===== src/video_pkg.sv =====
package video_pkg;

    // raster geometry, scaled down for simulation
    localparam int H_VISIBLE     = 16;              // visible pixels per line
    localparam int H_TOTAL       = 24;              // total pixels per line
    localparam int H_OFFSCREEN   = 8;               // blanked counts at line start
    localparam int V_VISIBLE     = 8;               // visible lines come first
    localparam int V_TOTAL       = 10;
    localparam int H_SYNC_BEGIN  = 2;
    localparam int H_SYNC_END    = 5;               // inclusive
    localparam int V_SYNC_LINE   = 8;
    localparam int H_FETCH_BEGIN = H_OFFSCREEN - 4; // fetch runs ahead of the pixels

    localparam int NUM_PF        = 2;

    typedef logic [15:0] word_t;                    // register and memory data
    typedef logic [15:0] addr_t;                    // memory word address
    typedef logic [7:0]  color_t;                   // palette index
    typedef logic [4:0]  hres_t;
    typedef logic [3:0]  vres_t;
    typedef logic [5:0]  reg_num_t;
    typedef logic [3:0]  intr_t;

    localparam reg_num_t XR_VID_CTRL  = 6'h00;
    localparam reg_num_t XR_VID_LEFT  = 6'h01;
    localparam reg_num_t XR_VID_RIGHT = 6'h02;
    localparam reg_num_t XR_SCANLINE  = 6'h03;
    localparam reg_num_t XR_VID_HSIZE = 6'h04;
    localparam reg_num_t XR_VID_VSIZE = 6'h05;
    localparam reg_num_t XR_PF_BASE   = 6'h10;

    localparam int XR_PF_STRIDE    = 8;             // register block size per playfield
    localparam int XR_PF_GFX_CTRL  = 0;
    localparam int XR_PF_DISP_ADDR = 1;
    localparam int XR_PF_LINE_LEN  = 2;

    localparam int VSYNC_INTR = 0;                  // end of visible area

    typedef struct packed {
        logic     wr;
        reg_num_t num;
        word_t    data;
    } reg_bus_t;

    typedef struct packed {
        hres_t h_count;
        vres_t v_count;
        logic  h_visible;
        logic  v_visible;
        logic  end_of_line;
        logic  end_of_frame;
        logic  end_of_visible;
        logic  hsync;
        logic  vsync;
    } scan_t;

    typedef struct packed {
        logic   blank;
        color_t colorbase;                          // XOR'd into each pixel
        color_t border;
        addr_t  start_addr;
        word_t  line_len;                           // words added per line
    } pf_cfg_t;

    typedef struct packed {
        color_t border_color;
        hres_t  vid_left;
        hres_t  vid_right;
    } vid_cfg_t;

endpackage


===== src/video_timing.sv =====
`timescale 1ns/1ps

module video_timing (
    input  logic              clk,
    input  logic              reset_i,
    output video_pkg::scan_t  scan_o
);

    import video_pkg::*;

    hres_t h_count;
    vres_t v_count;
    logic  end_of_line;
    logic  end_of_frame;

    assign end_of_line  = (h_count == hres_t'(H_TOTAL - 1));
    assign end_of_frame = end_of_line && (v_count == vres_t'(V_TOTAL - 1));

    always_ff @(posedge clk) begin
        if (reset_i) begin
            h_count <= '0;
            v_count <= '0;
        end else begin
            h_count <= end_of_line ? '0 : h_count + 1'b1;
            if (end_of_frame) begin
                v_count <= '0;
            end else if (end_of_line) begin
                v_count <= v_count + 1'b1;
            end
        end
    end

    // decoded flags follow the registered counters directly
    always_comb begin
        scan_o.h_count        = h_count;
        scan_o.v_count        = v_count;
        scan_o.h_visible      = (h_count >= hres_t'(H_OFFSCREEN));
        scan_o.v_visible      = (v_count < vres_t'(V_VISIBLE));
        scan_o.end_of_line    = end_of_line;
        scan_o.end_of_frame   = end_of_frame;
        scan_o.end_of_visible = end_of_line && (v_count == vres_t'(V_VISIBLE - 1));
        scan_o.hsync          = (h_count >= hres_t'(H_SYNC_BEGIN)) &&
                                (h_count <= hres_t'(H_SYNC_END));
        scan_o.vsync          = (v_count == vres_t'(V_SYNC_LINE));
    end

endmodule


===== src/video_regs.sv =====
`timescale 1ns/1ps

module video_regs (
    input  logic                 clk,
    input  logic                 reset_i,
    input  video_pkg::reg_bus_t  reg_i,
    input  video_pkg::scan_t     scan_i,
    output video_pkg::word_t     reg_data_o,
    output video_pkg::intr_t     intr_o,
    output video_pkg::vid_cfg_t  vid_cfg_o,
    output video_pkg::pf_cfg_t   pf_cfg_o [video_pkg::NUM_PF]
);

    import video_pkg::*;

    color_t border_color;
    hres_t  vid_left;
    hres_t  vid_right;

    logic   pf_blank     [NUM_PF];
    color_t pf_colorbase [NUM_PF];
    addr_t  pf_start     [NUM_PF];
    word_t  pf_line_len  [NUM_PF];

    word_t  rd_data;

    // register number of one playfield register
    function automatic reg_num_t pf_num(input int pf, input int offset);
        return reg_num_t'(XR_PF_BASE + pf * XR_PF_STRIDE + offset);
    endfunction

    always_ff @(posedge clk) begin
        if (reset_i) begin
            border_color <= 8'h08;
            vid_left     <= '0;
            vid_right    <= hres_t'(H_VISIBLE);
            intr_o       <= '0;
            for (int i = 0; i < NUM_PF; i++) begin
                pf_blank[i]     <= 1'b1;            // playfields start blanked
                pf_colorbase[i] <= '0;
                pf_start[i]     <= '0;
                pf_line_len[i]  <= 16'd8;
            end
        end else begin
            intr_o <= '0;                           // pulses last one cycle
            if (reg_i.wr) begin
                case (reg_i.num)
                    XR_VID_CTRL: begin
                        border_color <= reg_i.data[15:8];
                        intr_o       <= reg_i.data[3:0];
                    end
                    XR_VID_LEFT:  vid_left  <= hres_t'(reg_i.data);
                    XR_VID_RIGHT: vid_right <= hres_t'(reg_i.data);
                    default: ;
                endcase
                for (int i = 0; i < NUM_PF; i++) begin
                    if (reg_i.num == pf_num(i, XR_PF_GFX_CTRL)) begin
                        pf_colorbase[i] <= reg_i.data[15:8];
                        pf_blank[i]     <= reg_i.data[7];
                    end
                    if (reg_i.num == pf_num(i, XR_PF_DISP_ADDR)) begin
                        pf_start[i] <= reg_i.data;
                    end
                    if (reg_i.num == pf_num(i, XR_PF_LINE_LEN)) begin
                        pf_line_len[i] <= reg_i.data;
                    end
                end
            end
            if (scan_i.end_of_visible) begin
                intr_o[VSYNC_INTR] <= 1'b1;
            end
        end
    end

    // readback select, unknown numbers read zero
    always_comb begin
        rd_data = '0;
        case (reg_i.num)
            XR_VID_CTRL:  rd_data = {border_color, 8'h00};
            XR_VID_LEFT:  rd_data = word_t'(vid_left);
            XR_VID_RIGHT: rd_data = word_t'(vid_right);
            XR_SCANLINE:  rd_data = word_t'(scan_i.v_count);
            XR_VID_HSIZE: rd_data = word_t'(H_VISIBLE);
            XR_VID_VSIZE: rd_data = word_t'(V_VISIBLE);
            default: ;
        endcase
        for (int i = 0; i < NUM_PF; i++) begin
            if (reg_i.num == pf_num(i, XR_PF_GFX_CTRL)) begin
                rd_data = {pf_colorbase[i], pf_blank[i], 7'h00};
            end
            if (reg_i.num == pf_num(i, XR_PF_DISP_ADDR)) begin
                rd_data = pf_start[i];
            end
            if (reg_i.num == pf_num(i, XR_PF_LINE_LEN)) begin
                rd_data = pf_line_len[i];
            end
        end
    end

    always_ff @(posedge clk) begin
        if (reset_i) begin
            reg_data_o <= '0;
        end else begin
            reg_data_o <= rd_data;                  // one cycle after the number
        end
    end

    assign vid_cfg_o = '{border_color: border_color, vid_left: vid_left, vid_right: vid_right};

    // only playfield 0 shows the border color
    for (genvar i = 0; i < NUM_PF; i++) begin : gen_cfg
        assign pf_cfg_o[i] = '{
            blank:      pf_blank[i],
            colorbase:  pf_colorbase[i],
            border:     (i == 0) ? border_color : '0,
            start_addr: pf_start[i],
            line_len:   pf_line_len[i]
        };
    end

endmodule


===== src/video_playfield.sv =====
`timescale 1ns/1ps

module video_playfield (
    input  logic                clk,
    input  logic                reset_i,
    input  video_pkg::scan_t    scan_i,
    input  video_pkg::pf_cfg_t  cfg_i,
    output logic                fetch_o,
    output video_pkg::addr_t    addr_o,
    input  logic                data_valid_i,
    input  video_pkg::word_t    data_i,
    output video_pkg::color_t   pixel_o,
    output logic                pf_active_o
);

    import video_pkg::*;

    addr_t line_addr;                               // first word of the current line
    addr_t fetch_col;                               // words returned so far this line
    word_t word_buf;
    word_t pix_shift;
    logic  in_fetch;
    logic  load_word;

    assign pf_active_o = !cfg_i.blank && scan_i.v_visible;

    // request is held over the window, the arbiter takes it in our slot only
    assign in_fetch = (scan_i.h_count >= hres_t'(H_FETCH_BEGIN));
    assign fetch_o  = in_fetch && pf_active_o;
    assign addr_o   = line_addr + fetch_col;

    // next count starts a new pixel pair
    assign load_word = scan_i.h_count[0] ^ H_OFFSCREEN[0];

    always_ff @(posedge clk) begin
        if (reset_i) begin
            line_addr <= '0;
            fetch_col <= '0;
        end else begin
            if (scan_i.end_of_frame) begin
                line_addr <= cfg_i.start_addr;
            end else if (scan_i.end_of_line && scan_i.v_visible) begin
                line_addr <= line_addr + cfg_i.line_len;
            end

            // a late return from the previous line lands before the clear
            if (scan_i.h_count == hres_t'(H_FETCH_BEGIN - 1)) begin
                fetch_col <= '0;
            end else if (data_valid_i) begin
                fetch_col <= fetch_col + 1'b1;
            end
        end
    end

    always_ff @(posedge clk) begin
        if (data_valid_i) begin
            word_buf <= data_i;
        end
        if (load_word) begin
            pix_shift <= word_buf;                  // high byte first
        end else begin
            pix_shift <= {pix_shift[7:0], 8'h00};
        end
    end

    assign pixel_o = pix_shift[15:8];

endmodule


===== src/vram_slot_arbiter.sv =====
`timescale 1ns/1ps

module vram_slot_arbiter (
    input  logic                          clk,
    input  logic                          reset_i,
    input  video_pkg::hres_t              h_count_i,
    input  logic [video_pkg::NUM_PF-1:0]  fetch_i,
    input  video_pkg::addr_t              addr_i [video_pkg::NUM_PF],
    output logic                          vram_sel_o,
    output video_pkg::addr_t              vram_addr_o,
    input  video_pkg::word_t              vram_data_i,
    output logic [video_pkg::NUM_PF-1:0]  data_valid_o,
    output video_pkg::word_t              data_o
);

    import video_pkg::*;

    logic owner;                                    // even counts pf 0, odd pf 1
    logic rd_busy;                                  // read in flight
    logic rd_owner;

    assign owner       = h_count_i[0];
    assign vram_sel_o  = fetch_i[owner];
    assign vram_addr_o = addr_i[owner];

    always_ff @(posedge clk) begin
        if (reset_i) begin
            rd_busy  <= 1'b0;
            rd_owner <= 1'b0;
        end else begin
            rd_busy  <= vram_sel_o;
            rd_owner <= owner;
        end
    end

    always_comb begin
        for (int i = 0; i < NUM_PF; i++) begin
            data_valid_o[i] = rd_busy && (rd_owner == i);
        end
    end

    assign data_o = vram_data_i;                    // memory answers with fixed latency

endmodule


===== src/video_out.sv =====
`timescale 1ns/1ps

module video_out (
    input  logic                          clk,
    input  logic                          reset_i,
    input  video_pkg::scan_t              scan_i,
    input  video_pkg::vid_cfg_t           vid_cfg_i,
    input  video_pkg::pf_cfg_t            pf_cfg_i [video_pkg::NUM_PF],
    input  video_pkg::color_t             pixel_i [video_pkg::NUM_PF],
    input  logic [video_pkg::NUM_PF-1:0]  pf_active_i,
    output video_pkg::color_t             color_a_index_o,
    output video_pkg::color_t             color_b_index_o,
    output logic                          h_blank_o,
    output logic                          v_blank_o,
    output logic                          hsync_o,
    output logic                          vsync_o,
    output logic                          dv_de_o
);

    import video_pkg::*;

    hres_t  x_pos;
    logic   in_window;
    logic   dv_de;
    color_t pf_color [NUM_PF];

    assign x_pos     = scan_i.h_count - hres_t'(H_OFFSCREEN);
    assign in_window = (x_pos >= vid_cfg_i.vid_left) && (x_pos < vid_cfg_i.vid_right);
    assign dv_de     = scan_i.h_visible && scan_i.v_visible;

    always_comb begin
        for (int i = 0; i < NUM_PF; i++) begin
            if (pf_active_i[i] && in_window && dv_de) begin
                pf_color[i] = pixel_i[i] ^ pf_cfg_i[i].colorbase;
            end else begin
                pf_color[i] = pf_cfg_i[i].border;
            end
        end
    end

    // one register stage keeps color and sync aligned
    always_ff @(posedge clk) begin
        if (reset_i) begin
            color_a_index_o <= '0;
            color_b_index_o <= '0;
            h_blank_o       <= 1'b1;
            v_blank_o       <= 1'b1;
            hsync_o         <= 1'b0;
            vsync_o         <= 1'b0;
            dv_de_o         <= 1'b0;
        end else begin
            color_a_index_o <= pf_color[0];
            color_b_index_o <= pf_color[1];
            h_blank_o       <= !scan_i.h_visible;
            v_blank_o       <= !scan_i.v_visible;
            hsync_o         <= scan_i.hsync;
            vsync_o         <= scan_i.vsync;
            dv_de_o         <= dv_de;
        end
    end

endmodule


===== src/video_gen.sv =====
`timescale 1ns/1ps

module video_gen (
    input  logic                 clk,
    input  logic                 reset_i,
    input  video_pkg::reg_bus_t  reg_i,
    output video_pkg::word_t     reg_data_o,
    output video_pkg::intr_t     intr_o,
    output logic                 vram_sel_o,
    output video_pkg::addr_t     vram_addr_o,
    input  video_pkg::word_t     vram_data_i,
    output video_pkg::color_t    color_a_index_o,
    output video_pkg::color_t    color_b_index_o,
    output logic                 h_blank_o,
    output logic                 v_blank_o,
    output logic                 hsync_o,
    output logic                 vsync_o,
    output logic                 dv_de_o
);

    import video_pkg::*;

    scan_t             scan;
    vid_cfg_t          vid_cfg;
    pf_cfg_t           pf_cfg [NUM_PF];
    logic [NUM_PF-1:0] pf_fetch;
    logic [NUM_PF-1:0] pf_valid;
    logic [NUM_PF-1:0] pf_active;
    addr_t             pf_addr [NUM_PF];
    color_t            pf_pixel [NUM_PF];
    word_t             vram_word;

    video_timing u_timing (
        .clk     (clk),
        .reset_i (reset_i),
        .scan_o  (scan)
    );

    video_regs u_regs (
        .clk        (clk),
        .reset_i    (reset_i),
        .reg_i      (reg_i),
        .scan_i     (scan),
        .reg_data_o (reg_data_o),
        .intr_o     (intr_o),
        .vid_cfg_o  (vid_cfg),
        .pf_cfg_o   (pf_cfg)
    );

    for (genvar i = 0; i < NUM_PF; i++) begin : gen_pf
        video_playfield u_pf (
            .clk          (clk),
            .reset_i      (reset_i),
            .scan_i       (scan),
            .cfg_i        (pf_cfg[i]),
            .fetch_o      (pf_fetch[i]),
            .addr_o       (pf_addr[i]),
            .data_valid_i (pf_valid[i]),
            .data_i       (vram_word),
            .pixel_o      (pf_pixel[i]),
            .pf_active_o  (pf_active[i])
        );
    end

    vram_slot_arbiter u_arb (
        .clk          (clk),
        .reset_i      (reset_i),
        .h_count_i    (scan.h_count),
        .fetch_i      (pf_fetch),
        .addr_i       (pf_addr),
        .vram_sel_o   (vram_sel_o),
        .vram_addr_o  (vram_addr_o),
        .vram_data_i  (vram_data_i),
        .data_valid_o (pf_valid),
        .data_o       (vram_word)
    );

    video_out u_out (
        .clk             (clk),
        .reset_i         (reset_i),
        .scan_i          (scan),
        .vid_cfg_i       (vid_cfg),
        .pf_cfg_i        (pf_cfg),
        .pixel_i         (pf_pixel),
        .pf_active_i     (pf_active),
        .color_a_index_o (color_a_index_o),
        .color_b_index_o (color_b_index_o),
        .h_blank_o       (h_blank_o),
        .v_blank_o       (v_blank_o),
        .hsync_o         (hsync_o),
        .vsync_o         (vsync_o),
        .dv_de_o         (dv_de_o)
    );

endmodule


===== config.mk =====
export PLATFORM = sky130hd
export DESIGN_NAME = video_gen
export DESIGN_NICKNAME = d
export VERILOG_FILES = /design/src/video_pkg.sv /design/src/video_timing.sv /design/src/video_regs.sv /design/src/video_playfield.sv /design/src/vram_slot_arbiter.sv /design/src/video_out.sv /design/src/video_gen.sv
export SDC_FILE = /design/constraint.sdc
export NUM_CORES = 1
export LEC_CHECK = 0
export BUFFER_PORTS_ARGS = -buffer_cell sky130_fd_sc_hd__buf_2
export CAP_MARGIN = 10
export CORE_ASPECT_RATIO = 1.5
export CORE_MARGIN = 2
export CORE_UTILIZATION = 60
export CTS_CLUSTER_DIAMETER = 150
export DETAILED_ROUTE_END_ITERATION = 7
export PLACE_DENSITY = 0.79
export SLEW_MARGIN = 0
export SYNTH_ARGS = -nofsm -noshare
export SYNTH_HDL_FRONTEND = slang
export SYNTH_HIERARCHICAL = 1
export SYNTH_SLANG_ARGS = --single-unit
export TNS_END_PERCENT = 100

===== constraint.sdc =====
create_clock -name clk -period 5.71 [get_ports clk]
set_clock_uncertainty 0.2 [all_clocks]
set_input_delay 0 -clock clk [delete_from_list [all_inputs] [get_ports clk]]
set_output_delay 0 -clock clk [all_outputs]
set_load 0.01 [all_outputs]

==> results of run 1 <==
what timing repair did:
| action | 4_1_cts | 5_1_grt |
|---|---|---|
| setup buffers | 0 | 0 |
| hold endpoints to repair | 198 | 0 |
| hold buffers | 69 | 0 |
worst max-delay path by stage:
stage / from / end
after global routing: gen_pf[1].u_pf/fetch_col[0] / vram_addr_o[12]
after global placement: u_timing/h_count[0] / u_out/color_a_index_o[6]
after floorplan: gen_pf[1].u_pf/fetch_col[0] / vram_addr_o[12]
final: gen_pf[1].u_pf/fetch_col[0] / vram_addr_o[12]
after detailed placement: u_timing/h_count[0] / u_out/color_a_index_o[7]
after CTS: gen_pf[1].u_pf/fetch_col[0] / vram_addr_o[12]
layout make-up:
cell class	instances	area (µm²)
Multi-Input combinational cell	1083	7670
Sequential cell	280	6750
Tap cell	328	410
Fill cell	1808	7850
Inverter	31	116
Timing Repair Buffer	178	1270
Clock buffer	36	738
Clock inverter	12	163
worst reg2reg max path, cell delays in order, from the launching register on:
cell and delay [ps]:
dfxtp_2 780, buf_4 470, inv_1 100, ha_1 280, nand2b_1 90, a31oi_1 100
o21ai_2 600, o211a_2 610, a311oi_2 190
metal layers:
layer	track usage [%]	share of wire, %	up-vias
met5	0	0	-
met2	55.7	51	596
met1	33.3	36	5696
li1	-	-	5638
met4	19.8	6.7	0
met3	3.70	6.5	164
power breakdown:
group	leakage [nW]	internal (mW)	switching [mW]	total (mW)
sequential	2.42	2.14	0.0568	2.19
combinational	4.18	0.121	0.168	0.289
clock	0.426	1.05	0.779	1.83
placed cells by master, fill, tap and decap left out, types with 7 or more instances in the layout:
cell type / n
a21oi_1: 116
nor2_1: 118
mux2_2: 28
nand3_1: 32
o21bai_1: 8
a21o_1: 43
a221o_1: 7
dfxtp_1: 165
a22oi_1: 12
a221oi_1: 13
a31oi_1: 8
o21ai_1: 8
edfxtp_1: 114
nand4_1: 16
xnor2_1: 34
conb_1: 8
o31ai_1: 7
and2_1: 66
o22ai_1: 8
mux2_4: 10
a311oi_1: 12
a311oi_2: 12
inv_1: 30
o21ai_0: 33
nand2_1: 105
dlygate4sd3_1: 69
a211oi_1: 19
or3_1: 10
o221ai_1: 8
nor3_1: 33
a21oi_2: 12
clkbuf_16: 26
xor2_1: 53
mux2i_1: 23
nand2b_1: 15
nor2b_1: 25
buf_4: 12
buf_2: 97
ha_1: 76
sequential cells by signal (all words and copies together), names as in the netlist, 8 cells and up:
signal / count
gen_pf.u_pf/fetch_col: 32
u_regs/border_color: 8
u_regs/pf_line_len: 32
u_regs/pf_start: 32
gen_pf.u_pf/pix_shift: 32
gen_pf.u_pf/word_buf: 32
gen_pf.u_pf/line_addr: 32
u_out/color_a_index_o: 8
u_regs/reg_data_o: 16
u_regs/pf_colorbase: 16
u_out/color_b_index_o: 8
==> impl_metrics.ini, run 1 <==
[synth]
synth_area_per_cell_um2 = 10.1
synthesis.area_um2 = 15100
synth_cells = 1498
ys_warn_count = 6

[job]
cap_violations = 0

[setup_path]
critPathMaxFanout = 5
critPathSlowestCell = o311ai_0
endpoint_kind = output port
ff2ff_setup_slack_ps = 2130
path_depth = 10
path_buf_inv = 1
rr_startpoint = u_timing/h_count[0]
cpPeakStageDelay_ps = 670
r2r_end = u_out/color_a_index_o[6]
cp.required_ps = 5510
arrival_ps = 3530
reg2reg_depth = 8
cp_top_family = compound AO/OA/AOI/OAI gates
start_kind = flip-flop
cp_cell_sequence = ha_1 -> fa_1 -> a21o_1 -> a21oi_1 -> nor2b_1 -> o311ai_0 -> a31oi_1 -> xor2_1 -> mux2_4 -> buf_2
crit_type = reg -> out

[floorplanning]
core_um2 = 25000
rows = 71
die_x_um = 134
die-height_um = 199
die-area_um2 = 26500
start_util_pct = 60.6
ios = 99

[timing]
fmax_mhz = 268
holdWs_ps = 11.6
finalSetupViolCount = 0
worst_slew_pin_slew_ps = 1120
setup_ws_ps = 1980
finalHoldViolations = 0
final_max_slew_viol_count = 0
period_minus_slack_ps = 3730
final.setup.tns_ps = 0
rsz0062_at_grt = false
fin_crit_sh_pct = 65.3
slew_headroom_pct = 24.9

[drt]
ant_nets = 0
drt-pass1-iter-count = 8
avgViaCountPerCell = 6.21
drc = 0
drt_iter0_markers = 859
vias = 12100
wl_per_cell_um = 20.9
drt-total-wl_um = 40700

[global_route]
grt_pass1_wl_um = 63400
grt_pass1_vias = 12000
grt_max_degree = 62
overflow = 0
antenna_found_initial = 0
gr-usage-all-layers_pct = 30.6

[clock_network]
cts_sinks = 280
cts.clk_slew.worst_paths_ps = 60
cts-resized-gates = 0
h-tree-depth = 1
clkLatencyLatePin_ps = 550
clockBufferDepth = 3
cts_made_buffers = 26
cts_root_buffer = clkbuf_16
cts_tree = yes

[final_layout]
fin_util_pct = 68.5
area_delta_synth_final_pct = 13.0
finish.instance_area_um2 = 17100
antenna_cells = 0
nNetsFinal = 1721
instances_no_fill = 1948
drive_gt1_share_pct = 15.7

[pwr]
leakage_nw = 7.03
cellPowerDensity_nw_per_um2 = 252
total_power_mw = 4.31
peakVddDrop_uv = 283

[placement]
dpl_cell_area_um2 = 15500
post-place-ws_ps = 2190
placed_cells = 1831
gp_congestion = 0.974
numPortBuffers = 98
dp_hpwl_um = 29000

[worst_hold_path]
worstHoldStart = reg_i[17]
hold_end = u_regs/reg_data_o[12]
hold_path_class = in -> reg
hold_depth = 4

[status]
status = completed
(Power assumes the default switching activity.)
==> run 2, diff against run 1 <==
--- a/config.mk
+++ b/config.mk
@@ -9,10 +9,10 @@
 export CAP_MARGIN = 10
 export CORE_ASPECT_RATIO = 1.5
 export CORE_MARGIN = 2
-export CORE_UTILIZATION = 60
+export CORE_UTILIZATION = 55
 export CTS_CLUSTER_DIAMETER = 150
 export DETAILED_ROUTE_END_ITERATION = 7
-export PLACE_DENSITY = 0.79
+export PLACE_DENSITY = 0.76
 export SLEW_MARGIN = 0
 export SYNTH_ARGS = -nofsm -noshare
 export SYNTH_HDL_FRONTEND = slang
==> constraint.sdc (replaced) <==
create_clock -name clk -period 3.3 [get_ports clk]
set_clock_uncertainty 0.2 [all_clocks]
set_input_delay 0 -clock clk [delete_from_list [all_inputs] [get_ports clk]]
set_output_delay 0 -clock clk [all_outputs]
set_load 0.01 [all_outputs]
==> run 2 against run 1 <==
  * Sequential share of layout area decreased by 1.3 points
  * Register-to-register slack got worse by 1600 ps
  * Core utilization decreased by 3.0 points
  * Global-route usage decreased by 1.6 points
  * Clock power increased by 95%
  * Via count increased by 1.2%
  * Non-clock buffer count increased by 31
==> impl_metrics.ini, run 2 (synthesized netlist as in run 1, its figures left out) <==
[setup_path]
cp_cell_sequence = ha_4 -> a211oi_2 -> nor2_1 -> and4_1 -> o31a_1 -> a2111oi_4 -> nor3_1 -> mux2_2 -> buf_2
arrival_ps = 3020
start_kind = flip-flop
critPathMaxFanout = 5
cpPeakStageDelay_ps = 390
crit_type = reg -> out
rr_startpoint = u_regs/pf_line_len[0][16]
endpoint_kind = output port
critPathSlowestCell = o31a_1
cp.required_ps = 3100
startpoint = gen_pf[0].u_pf/line_addr[1]

[final_layout]
layout_commonest_cell = dfxtp_1
fin_util_pct = 65.6
num-fill-cells = 2057
finish.instance_area_um2 = 17800
antenna_cells = 0
layout_common_cells = dfxtp_1, nor2_1, a21oi_1, edfxtp_1, nand2_1
nNetsFinal = 1754
instances_no_fill = 1997
drive_gt1_share_pct = 19.7
area_delta_synth_final_pct = 17.5

[timing]
finalHoldViolations = 0
final_max_slew_viol_count = 0
fin_crit_sh_pct = 97.4
final.setup.tns_ps = 0
finalSetupViolCount = 0
worst_slew_pin_slew_ps = 829
slew_headroom_pct = 44.3
setup_ws_ps = 84.6
fmax_mhz = 311
period_minus_slack_ps = 3220

[floorplanning]
ios = 99
die-area_um2 = 28900
die-height_um = 207
core_um2 = 27100
rows = 74
start_util_pct = 55.8
die_x_um = 139

[drt]
drt_iter0_markers = 941
ant_nets = 0
drt-total-wl_um = 42400
vias = 12200
wl_per_cell_um = 21.2
drt-pass1-iter-count = 5
drc = 0
avgViaCountPerCell = 6.13

[clock_network]
cts_sinks = 280
cts_root_buffer = clkbuf_16
cts_tree = yes
clockBufferDepth = 3
cts.clk_slew.worst_paths_ps = 70
h-tree-depth = 1
cts_made_buffers = 28
clkLatencyLatePin_ps = 580

[placement]
dp_hpwl_um = 30700
numPortBuffers = 98
dpl_cell_area_um2 = 15700
gp_congestion = 0.978
post-place-ws_ps = 399
placed_cells = 1863

[status]
status = completed

[pwr]
p_sw_mw = 1.88
leakage_nw = 7.24
intPower_mw = 5.99
cellPowerDensity_nw_per_um2 = 442
clockPowerShare_pct = 45.4
power.share.switching_pct = 23.9
p_seq_share_pct = 48.0
p_comb_share_pct = 6.7
peakVddDrop_uv = 710

[worst_hold_path]
worstHoldStart = reg_i[1]
hold_path_class = in -> reg

[global_route]
overflow = 0
antenna_found_initial = 0
grt_pass1_vias = 12400
grt_pass1_wl_um = 66600
grt_max_degree = 76
gr-usage-all-layers_pct = 29.0

[job]
cap_violations = 0
-- run 2: changes by cell type in the layout (fill, tap and decap cells not counted), sizes merged --
cell	delta
buf	+21
dlygate4sd3	+10
clkbuf	-8
clkinv	+5
inv	+4
bufinv	+3
-- run 2: power by group through the flow --
stage | registers, mW | clock network (mW) | logic [mW]
finish | 3.77 | 3.57 | 0.526
global route | 3.78 | 3.74 | 0.568
CTS | 3.78 | 3.60 | 0.513
detailed placement | 3.85 | 0 | 0.457
global placement | 3.85 | 0 | 0.447
floorplan | 3.82 | 0 | 0.351
-- run 2: repair_timing --
item,4_1_cts,5_1_grt
resized for setup,19,38
gates cloned,0,0
hold buffers,79,0
pin swaps,3,9
endpoints found under the setup margin,6,6
buffers inserted,0,3
hold endpoints to repair,202,0
-- run 2: worst paths after layout --
check             cells after the start  slack (ps)                            to
setup reg to reg                      8         490  gen_pf[1].u_pf/line_addr[12]
hold / removal                        4         100           u_regs/vid_right[1]
setup / recovery                      9          80               vram_addr_o[15]
hold reg to reg                       1         240   gen_pf[1].u_pf/pix_shift[4]
-- run 2: area by class of cell --
| class | instances | area, µm² | area share [%] |
|---|---|---|---|
| Sequential cell | 280 | 6790 | 38.2 |
| Timing Repair Buffer | 209 | 1550 | 8.71 |
| Multi-Input combinational cell | 1083 | 7860 | 44.2 |
| Clock buffer | 28 | 701 | 3.94 |
| Tap cell | 342 | 428 | 2.40 |
| Inverter | 31 | 116 | 0.654 |
| Clock inverter | 24 | 350 | 1.97 |
-- run 2: layer usage --
layer | routed length [µm] | track usage, % | part of all wire (%) | vias up
met1 | 15300 | 31.8 | 36 | 5907
met4 | 1970 | 12.6 | 4.6 | 0
met3 | 2310 | 3.51 | 5.4 | 151
li1 | - | - | - | 5695
met2 | 22900 | 55.2 | 54 | 487
met5 | 0 | 0 | 0 | -
-- run 2: stage by stage --
step / hold WS (ps) / power, mW
3_5_place_dp: -8.43 / 4.31
4_1_cts: 81.2 / 7.89
3_3_place_gp: -11.1 / 4.30
5_1_grt: 121 / 8.09
6_report: 101 / 7.87
2_1_floorplan: -136 / 4.17
-- run 2: worst max-delay path, delay by kind of cell, from the launching register on --
family          cells  cell delay (ps)
buf+inv             1              140
fa+ha+maj           1              250
simple gates        3              430
mux                 1              270
compound gates      3              970
flops               1              380
